$ cat src/fpu_pkg.sv
/*
  Shared types, constants and helpers for the single-precision FPU.
  Modules refer to these by scoped names.
*/
package fpu_pkg;

  // field widths and bias of an IEEE-754 single
  localparam int unsigned frac_w   = 23;
  localparam int unsigned exp_bias = 127;

  // full packed word, used for operands and result
  typedef logic [31:0] word_t;

  // biased exponent
  typedef logic [7:0] exp_t;

  // mantissa with hidden bit at bit 23
  typedef logic [23:0] mant_t;

  // signed add/sub mantissa
  // bit 25 is the sign, bit 24 catches the carry out of bit 23
  typedef logic [25:0] mant_ext_t;

  // command opcodes
  typedef enum logic [1:0] {
    op_add = 2'd0,
    op_sub = 2'd1,
    op_mul = 2'd2
  } fpu_op_e;

  // command sequencer states
  typedef enum logic [1:0] {
    st_idle    = 2'd0,
    st_load    = 2'd1,
    st_execute = 2'd2,
    st_done    = 2'd3
  } seq_state_e;

  // leading zero count of a 26-bit value, 26 when all zero
  function automatic logic [4:0] lzc(input mant_ext_t value);
    logic [4:0] count;
    count = 5'd26;
    // scan upward so the highest set bit is the one that sticks
    for (int i = 0; i < 26; i++) begin
      if (value[i]) begin
        count = 5'(25 - i);
      end
    end
    return count;
  endfunction

endpackage

$ cat src/fpu_add_sub.sv
/*
  Combinational add/subtract datapath. Aligns the mantissas, adds them in
  two's complement and renormalizes with a leading-zero shift.
*/
`timescale 1ns/100ps

module fpu_add_sub (
  input  logic                subtract,
  input  logic                a_sign,
  input  fpu_pkg::exp_t       a_exp,
  input  fpu_pkg::mant_t      a_mant,
  input  logic                b_sign,
  input  fpu_pkg::exp_t       b_exp,
  input  fpu_pkg::mant_t      b_mant,
  output logic                sum_sign,
  output fpu_pkg::exp_t       sum_exp,
  output fpu_pkg::mant_t      sum_mant
);

  fpu_pkg::exp_t      big_exp;
  fpu_pkg::mant_ext_t a_align;
  fpu_pkg::mant_ext_t b_align;
  fpu_pkg::mant_ext_t a_twos;
  fpu_pkg::mant_ext_t b_twos;
  fpu_pkg::mant_ext_t sum_raw;
  fpu_pkg::mant_ext_t sum_mag;
  fpu_pkg::mant_ext_t sum_shl;
  logic [4:0]         norm_shift;

  // smaller operand moves right, shifted-out bits are lost
  assign big_exp = (a_exp < b_exp) ? b_exp : a_exp;
  assign a_align = (a_exp < b_exp) ? {2'b00, a_mant} >> (b_exp - a_exp) : {2'b00, a_mant};
  assign b_align = (b_exp < a_exp) ? {2'b00, b_mant} >> (a_exp - b_exp) : {2'b00, b_mant};

  // signed mantissas
  assign a_twos = a_sign ? -a_align : a_align;
  assign b_twos = b_sign ? -b_align : b_align;

  assign sum_raw = subtract ? a_twos - b_twos : a_twos + b_twos;

  // sign from bit 25, then back to magnitude
  assign sum_sign = sum_raw[25];
  assign sum_mag  = sum_raw[25] ? -sum_raw : sum_raw;

  // two guard bits sit above the 24-bit mantissa, so skip them in the count
  assign norm_shift = fpu_pkg::lzc(sum_mag) - 5'd2;
  assign sum_shl    = sum_mag << norm_shift;

  always_comb begin
    if (sum_mag == '0) begin
      // exact cancellation gives +0
      sum_exp  = '0;
      sum_mant = '0;
    end else if (sum_mag[24]) begin
      // carry out of bit 23
      sum_exp  = big_exp + 8'd1;
      sum_mant = sum_mag[24:1];
    end else begin
      sum_exp  = big_exp - fpu_pkg::exp_t'(norm_shift);
      sum_mant = sum_shl[23:0];
    end
  end

  // any nonzero result leaves with the hidden bit in place
  always_comb begin
    assert final (sum_mant == '0 || sum_mant[23])
      else $error("add/sub result not normalized: %h", sum_mant);
  end

endmodule

$ cat src/fpu_mul.sv
/*
  Combinational multiply datapath. Forms the 48-bit mantissa product,
  normalizes, rounds to nearest even and renormalizes on rounding carry.
*/
`timescale 1ns/100ps

module fpu_mul (
  input  logic                a_sign,
  input  fpu_pkg::exp_t       a_exp,
  input  fpu_pkg::mant_t      a_mant,
  input  logic                b_sign,
  input  fpu_pkg::exp_t       b_exp,
  input  fpu_pkg::mant_t      b_mant,
  output logic                prod_sign,
  output fpu_pkg::exp_t       prod_exp,
  output fpu_pkg::mant_t      prod_mant
);

  logic [47:0] product;
  logic [47:0] product_norm;
  logic [9:0]  exp_sum;
  logic [9:0]  exp_norm;
  logic        round_bit;
  logic        sticky;
  logic        round_up;
  logic [24:0] rounded;

  assign prod_sign = a_sign ^ b_sign;

  // 1.x times 1.x lands in [1, 4)
  assign product = a_mant * b_mant;

  // widened so the bias subtraction cannot wrap early
  assign exp_sum = {2'b00, a_exp} + {2'b00, b_exp} - 10'(fpu_pkg::exp_bias);

  // top bit set means the product was 1x.xxx, bump the exponent
  // otherwise move the leading one up to bit 47
  assign exp_norm     = product[47] ? exp_sum + 10'd1 : exp_sum;
  assign product_norm = product[47] ? product : product << 1;

  // round to nearest, ties to even
  // bit 23 is the half bit, bits below it are the sticky part
  assign round_bit = product_norm[23];
  assign sticky    = |product_norm[22:0];
  assign round_up  = round_bit & (sticky | product_norm[24]);

  assign rounded = {1'b0, product_norm[47:24]} + 25'(round_up);

  always_comb begin
    if (rounded[24]) begin
      // all ones rounded up, result is 10.000
      prod_mant = rounded[24:1];
      prod_exp  = fpu_pkg::exp_t'(exp_norm + 10'd1);
    end else begin
      prod_mant = rounded[23:0];
      prod_exp  = fpu_pkg::exp_t'(exp_norm);
    end
  end

  // with two normal inputs the output is always normalized
  always_comb begin
    assert final (a_mant == '0 || b_mant == '0 || prod_mant[23])
      else $error("multiply result not normalized: %h", prod_mant);
  end

endmodule

$ cat src/fpu_operand_unpack.sv
/*
  Operand decode stage. Splits both packed operands into sign, biased
  exponent and mantissa with hidden bit, registered on the load pulse.
*/
`timescale 1ns/100ps

module fpu_operand_unpack (
  input  logic                clk,
  input  logic                arst,
  input  logic                load,
  input  fpu_pkg::word_t      a_operand,
  input  fpu_pkg::word_t      b_operand,
  output logic                a_sign,
  output fpu_pkg::exp_t       a_exp,
  output fpu_pkg::mant_t      a_mant,
  output logic                b_sign,
  output fpu_pkg::exp_t       b_exp,
  output fpu_pkg::mant_t      b_mant
);

  always_ff @(posedge clk or posedge arst) begin
    if (arst) begin
      a_sign <= 1'b0;
      a_exp  <= '0;
      a_mant <= '0;
      b_sign <= 1'b0;
      b_exp  <= '0;
      b_mant <= '0;
    end else if (load) begin
      a_sign <= a_operand[31];
      a_exp  <= a_operand[30:fpu_pkg::frac_w];
      // hidden bit only for a nonzero exponent, zero stays all zero
      a_mant <= {a_operand[30:fpu_pkg::frac_w] != '0, a_operand[fpu_pkg::frac_w-1:0]};
      b_sign <= b_operand[31];
      b_exp  <= b_operand[30:fpu_pkg::frac_w];
      b_mant <= {b_operand[30:fpu_pkg::frac_w] != '0, b_operand[fpu_pkg::frac_w-1:0]};
    end
  end

endmodule

$ cat src/fpu_sequencer.sv
/*
  Command sequencer for the FPU. Runs the start/busy/cmd_end handshake,
  pulses the operand load, captures the opcode and owns the result register.
*/
`timescale 1ns/100ps

module fpu_sequencer (
  input  logic                clk,
  input  logic                arst,
  input  logic                start,
  input  fpu_pkg::fpu_op_e    operation,
  input  logic                sum_sign,
  input  fpu_pkg::exp_t       sum_exp,
  input  fpu_pkg::mant_t      sum_mant,
  input  logic                prod_sign,
  input  fpu_pkg::exp_t       prod_exp,
  input  fpu_pkg::mant_t      prod_mant,
  output logic                load,
  output logic                subtract,
  output fpu_pkg::word_t      result,
  output logic                busy,
  output logic                cmd_end
);

  fpu_pkg::seq_state_e state;
  fpu_pkg::fpu_op_e    op_q;
  fpu_pkg::word_t      packed_res;

  // repack without the hidden bit, picked by the captured opcode
  assign packed_res = (op_q == fpu_pkg::op_mul) ?
                      {prod_sign, prod_exp, prod_mant[fpu_pkg::frac_w-1:0]} :
                      {sum_sign, sum_exp, sum_mant[fpu_pkg::frac_w-1:0]};

  always_ff @(posedge clk or posedge arst) begin
    if (arst) begin
      state    <= fpu_pkg::st_idle;
      op_q     <= fpu_pkg::op_add;
      load     <= 1'b0;
      subtract <= 1'b0;
      result   <= '0;
      busy     <= 1'b0;
      cmd_end  <= 1'b0;
    end else begin
      // load lives for one cycle only
      load <= 1'b0;
      case (state)
        fpu_pkg::st_idle: begin
          if (start) begin
            state    <= fpu_pkg::st_load;
            op_q     <= operation;
            subtract <= (operation == fpu_pkg::op_sub);
            load     <= 1'b1;
            busy     <= 1'b1;
          end
        end
        // operands are registered at the end of this cycle
        fpu_pkg::st_load: state <= fpu_pkg::st_execute;
        fpu_pkg::st_execute: begin
          result <= packed_res;
          state  <= fpu_pkg::st_done;
        end
        fpu_pkg::st_done: begin
          // hold result and cmd_end until the host lets go of start
          if (start) begin
            cmd_end <= 1'b1;
          end else begin
            state   <= fpu_pkg::st_idle;
            busy    <= 1'b0;
            cmd_end <= 1'b0;
          end
        end
        default: state <= fpu_pkg::st_idle;
      endcase
    end
  end

  // end of command only ever shows up inside a busy window
  assert property (@(posedge clk) disable iff (arst) cmd_end |-> busy)
    else $error("cmd_end high while not busy");

  // a command must carry a known opcode when it is accepted
  assert property (@(posedge clk) disable iff (arst)
    (state == fpu_pkg::st_idle && start) |->
      (operation inside {fpu_pkg::op_add, fpu_pkg::op_sub, fpu_pkg::op_mul}))
    else $error("undefined opcode at command start");

endmodule

$ cat src/fpu_top.sv
/*
  Top level of the multicycle FPU. Ties operand decode, the add/sub and
  multiply datapaths and the command sequencer together.
*/
`timescale 1ns/100ps

module fpu_top (
  input  logic                clk,
  input  logic                arst,
  input  fpu_pkg::word_t      a_operand,
  input  fpu_pkg::word_t      b_operand,
  input  fpu_pkg::fpu_op_e    operation,
  input  logic                start,
  output fpu_pkg::word_t      result,
  output logic                busy,
  output logic                cmd_end
);

  // sequencer controls
  logic           load;
  logic           subtract;

  // unpacked operand fields
  logic           a_sign;
  fpu_pkg::exp_t  a_exp;
  fpu_pkg::mant_t a_mant;
  logic           b_sign;
  fpu_pkg::exp_t  b_exp;
  fpu_pkg::mant_t b_mant;

  // datapath results
  logic           sum_sign;
  fpu_pkg::exp_t  sum_exp;
  fpu_pkg::mant_t sum_mant;
  logic           prod_sign;
  fpu_pkg::exp_t  prod_exp;
  fpu_pkg::mant_t prod_mant;

  fpu_operand_unpack u_unpack (
    .clk, .arst, .load, .a_operand, .b_operand,
    .a_sign, .a_exp, .a_mant, .b_sign, .b_exp, .b_mant
  );

  fpu_add_sub u_add_sub (
    .subtract, .a_sign, .a_exp, .a_mant, .b_sign, .b_exp, .b_mant,
    .sum_sign, .sum_exp, .sum_mant
  );

  fpu_mul u_mul (
    .a_sign, .a_exp, .a_mant, .b_sign, .b_exp, .b_mant,
    .prod_sign, .prod_exp, .prod_mant
  );

  fpu_sequencer u_sequencer (
    .clk, .arst, .start, .operation,
    .sum_sign, .sum_exp, .sum_mant, .prod_sign, .prod_exp, .prod_mant,
    .load, .subtract, .result, .busy, .cmd_end
  );

endmodule
$ cat config.mk
export PLATFORM = sky130hd
export DESIGN_NAME = fpu_top
export DESIGN_NICKNAME = d
export VERILOG_FILES = /design/src/fpu_pkg.sv /design/src/fpu_add_sub.sv /design/src/fpu_mul.sv /design/src/fpu_operand_unpack.sv /design/src/fpu_sequencer.sv /design/src/fpu_top.sv
export SDC_FILE = /design/constraint.sdc
export NUM_CORES = 2
export LEC_CHECK = 0
export BUFFER_PORTS_ARGS = -buffer_cell sky130_fd_sc_hd__buf_2
export CAP_MARGIN = 0
export CORE_UTILIZATION = 50
export CTS_BUF_LIST = sky130_fd_sc_hd__clkbuf_16
export DETAILED_ROUTE_END_ITERATION = 10
export PLACE_DENSITY = 0.62
export SYNTH_ARGS = -nofsm -noshare
export SYNTH_HDL_FRONTEND = slang
export SYNTH_SLANG_ARGS = --single-unit
$ cat constraint.sdc
create_clock -name clk -period 17.41 [get_ports clk]
set_clock_uncertainty 0.1 [all_clocks]
set_input_delay 1.741 -clock clk [delete_from_list [all_inputs] [get_ports clk]]
set_output_delay 1.741 -clock clk [all_outputs]
set_load 0.005 [all_outputs]
==> impl_results.md <==
* Largest stage delay on the critical path at 0.87 ns
* Vias in the first global route at 32,450
* Max-cap violations at 0
* Htree depth at 3
* Most frequent cell after synthesis: nand2_1
* Non-filler cells, final at 5,299
* Number of synthesized flops with an enable pin at 0
* Die Area at 72,960 um^2
* Async SR Flop Fraction at 1.000
* CTS clk-pin slew, worst paths at 0.10 ns
* Inst Count DP at 5,279
* Cell taking the most area after synthesis: fa_1
* Number of CTS-inserted buffers at 9
* Top Family by Delay on Critical Path: compound AO/OA/AOI/OAI gates
* HP Class: flip-flop to flip-flop
* Final hold viol count at 0
* Clock sink count at 106
* Largest net degree at the start of global routing at 68
* Placed Area at 37,220 um^2
* Ports at 103
* DRT iter0 DRCs at 3,223
* Crit path launch type: flip-flop
* Yosys top cell area share at 0.2712
* Initial Util at 0.5089
* Worst-margin pin slew at 1.091 ns
* Die height at 270.1 um
* CTS Root Cell: clkbuf_16
* Dpl hpwl at 90,890 um
* Status: finished, final reports clean
* Register area at 2659 um^2
* Area of the multi-input gates at 30,060 um^2
* Final Cycle Share at 0.8434
* F_max at 68.11 MHz
* Slowest-stage cell, CP: nor2_2
* Seq/Total Area, Yosys at 0.07380
* Max-slew headroom at 0.2718
* Core ar. at 70,640 um^2
* Mapped Avg Cell Area at 8.126 um^2
* Drt wl/cell at 22.75 um
* First-pass GRT wire length at 190,500 um
* Antenna violations before repair at 9
* YS warnings at 0
* Routability Congestion at 0.9989
* Most instantiated cells after synthesis: nand2_1 (645), inv_1 (572), fa_1 (487)
* Routed wl met3 at 9716 um
* I/O Buffers at 102
* Chip width at 270.1 um
* Most frequent CP cell: ha_1
* Syn_nets at 5,230
* Syn-to-layout area delta at 4.344%
* Site row count at 97
* Later-pin clock latency in the skew report at 0.41 ns
* Max Fanout on Critical Path at 26
* Via count at 32,220
* Vias/cell at 6.080
* WS Path Type: flip-flop to flip-flop
* Buffers & Inverters on Critical Path at 4
* Highest routed layer: met5
* Share of cells above drive strength 1 at 0.08794
* Synthesized area at 35,940 um^2
* Setup TNS at 0 ns
* WL final at 120,500 um
* Yosys reg bits at 106
* Total Routing Usage GR at 0.3347
* Clock buffer depth at 2
* Setup Fix Bufs, Post-CTS at 0
* Fin area at 37,500 um^2
* Unrepaired setup endpoints after global routing: no
* Final setup vio count at 0
* # DRC at 0
* WL met2 at 53,620 um
* DRT Pass-1 Iters at 6
* Hold-fix buffers, CTS at 0
* Metal-1 WL at 51,740 um
* Top cells by area, synth: fa_1 (27%), ha_1 (8.7%), dfrtp_1 (7.4%), nand2_1 (6.7%), inv_1 (6.0%)
* Filler Cell Count at 6,921
* Post-route ant nets at 0
* WP data required at 17.59 ns
* CTS tree: built
* Final period demand of the worst path at 14.68 ns
* Yosys cell types at 109
* Commonest register cell after synthesis: dfrtp_1
* Fin nets at 5,157
* Crit path DAT at 14.87 ns
* Max Slew Vio Count at 0
* Mapped Cells at 4,423
* Overflow after GRT at 0
* CTS resizes at 0
* Crit. End Element: flip-flop
## layout make-up
type                    count  share of cell area
diodes                      4           0.0002669
multi-input cells        3469              0.8016
repair buffers            187             0.03063
inverters                 577             0.05785
flip-flops and latches    106             0.07089
clock inverters             7            0.001435
well taps                 940             0.03136
clock buffers               9            0.006005
## metrics by stage
step | hold WS [ns] | util | setup slack (ns)
floorplan | 0.3811 | - | 5.378
finish | 0.3958 | 0.5310 | 2.727
global placement | 0.3709 | 0.5269 | 3.263
detailed placement | 0.3767 | 0.5269 | 2.896
global route | 0.4297 | 0.5309 | 1.384
CTS | 0.3991 | 0.5308 | 2.881
## placed cells by master (no fill, tap or decap), drive strengths merged, types with 106 or more instances in the layout
master | Yosys | final
nor2 | 228 | 228
a21oi | 170 | 170
inv | 573 | 578
fa | 487 | 487
xnor2 | 148 | 148
nand2 | 645 | 645
and2 | 209 | 209
buf | 52 | 187
dfrtp | 106 | 106
o21ai | 193 | 193
ha | 251 | 251
## sequential cells by signal, indices dropped and copies added, names as in the netlist
register	count
u_sequencer.busy	1
u_sequencer.cmd_end	1
u_sequencer.load	1
u_sequencer.op_q	2
u_sequencer.result	32
u_sequencer.state	2
u_sequencer.subtract	1
u_unpack.a_exp	8
u_unpack.a_mant	24
u_unpack.a_sign	1
u_unpack.b_exp	8
u_unpack.b_mant	24
u_unpack.b_sign	1
## logic make-up (layout without fill, tap and decap cells)
logic type,count (synthesis),count (layout),share of synthesized area
simple gates,1481,1481,0.1967
xor+xnor,228,228,0.05681
buf+inv,848,780,0.09134
other cells,0,4,0
compound gates,807,807,0.1517
mux,215,215,0.07108
fa+ha+maj,738,738,0.3586
flops,106,106,0.07380
## final timing paths
| kind | from | to | slack, ns | depth (start not counted) |
|---|---|---|---|---|
| worst max-delay path | u_unpack.b_exp[0] | u_sequencer.result[30] | 2.73 | 49 |
| worst min-delay path | u_sequencer.result[4] | u_sequencer.result[4] | 0.40 | 2 |
| worst max register to register | u_unpack.b_exp[0] | u_sequencer.result[30] | 2.73 | 49 |
| worst min register to register | u_sequencer.result[4] | u_sequencer.result[4] | 0.40 | 2 |
| max in group asynchronous | arst | u_unpack.b_mant[21] | 14.52 | 3 |
| min in group asynchronous | arst | u_sequencer.state[1] | 1.33 | 2 |
## routing by layer
layer  global-route usage  vias up
met5                    0        -
met4               0.1365        2
met3              0.05139      279
met2               0.5246     1464
met1               0.4611    15910
li1                     -    14560
## worst min-delay path: stages, from the launching register on
cell and delay (ns):
dfrtp_1 0.36, nor2_1 0.04, nor2_1 0.07
Power is left out: the tool's default activity adds up to more than one toggle a clock period on the data nets, which glitch-free logic cannot reach.
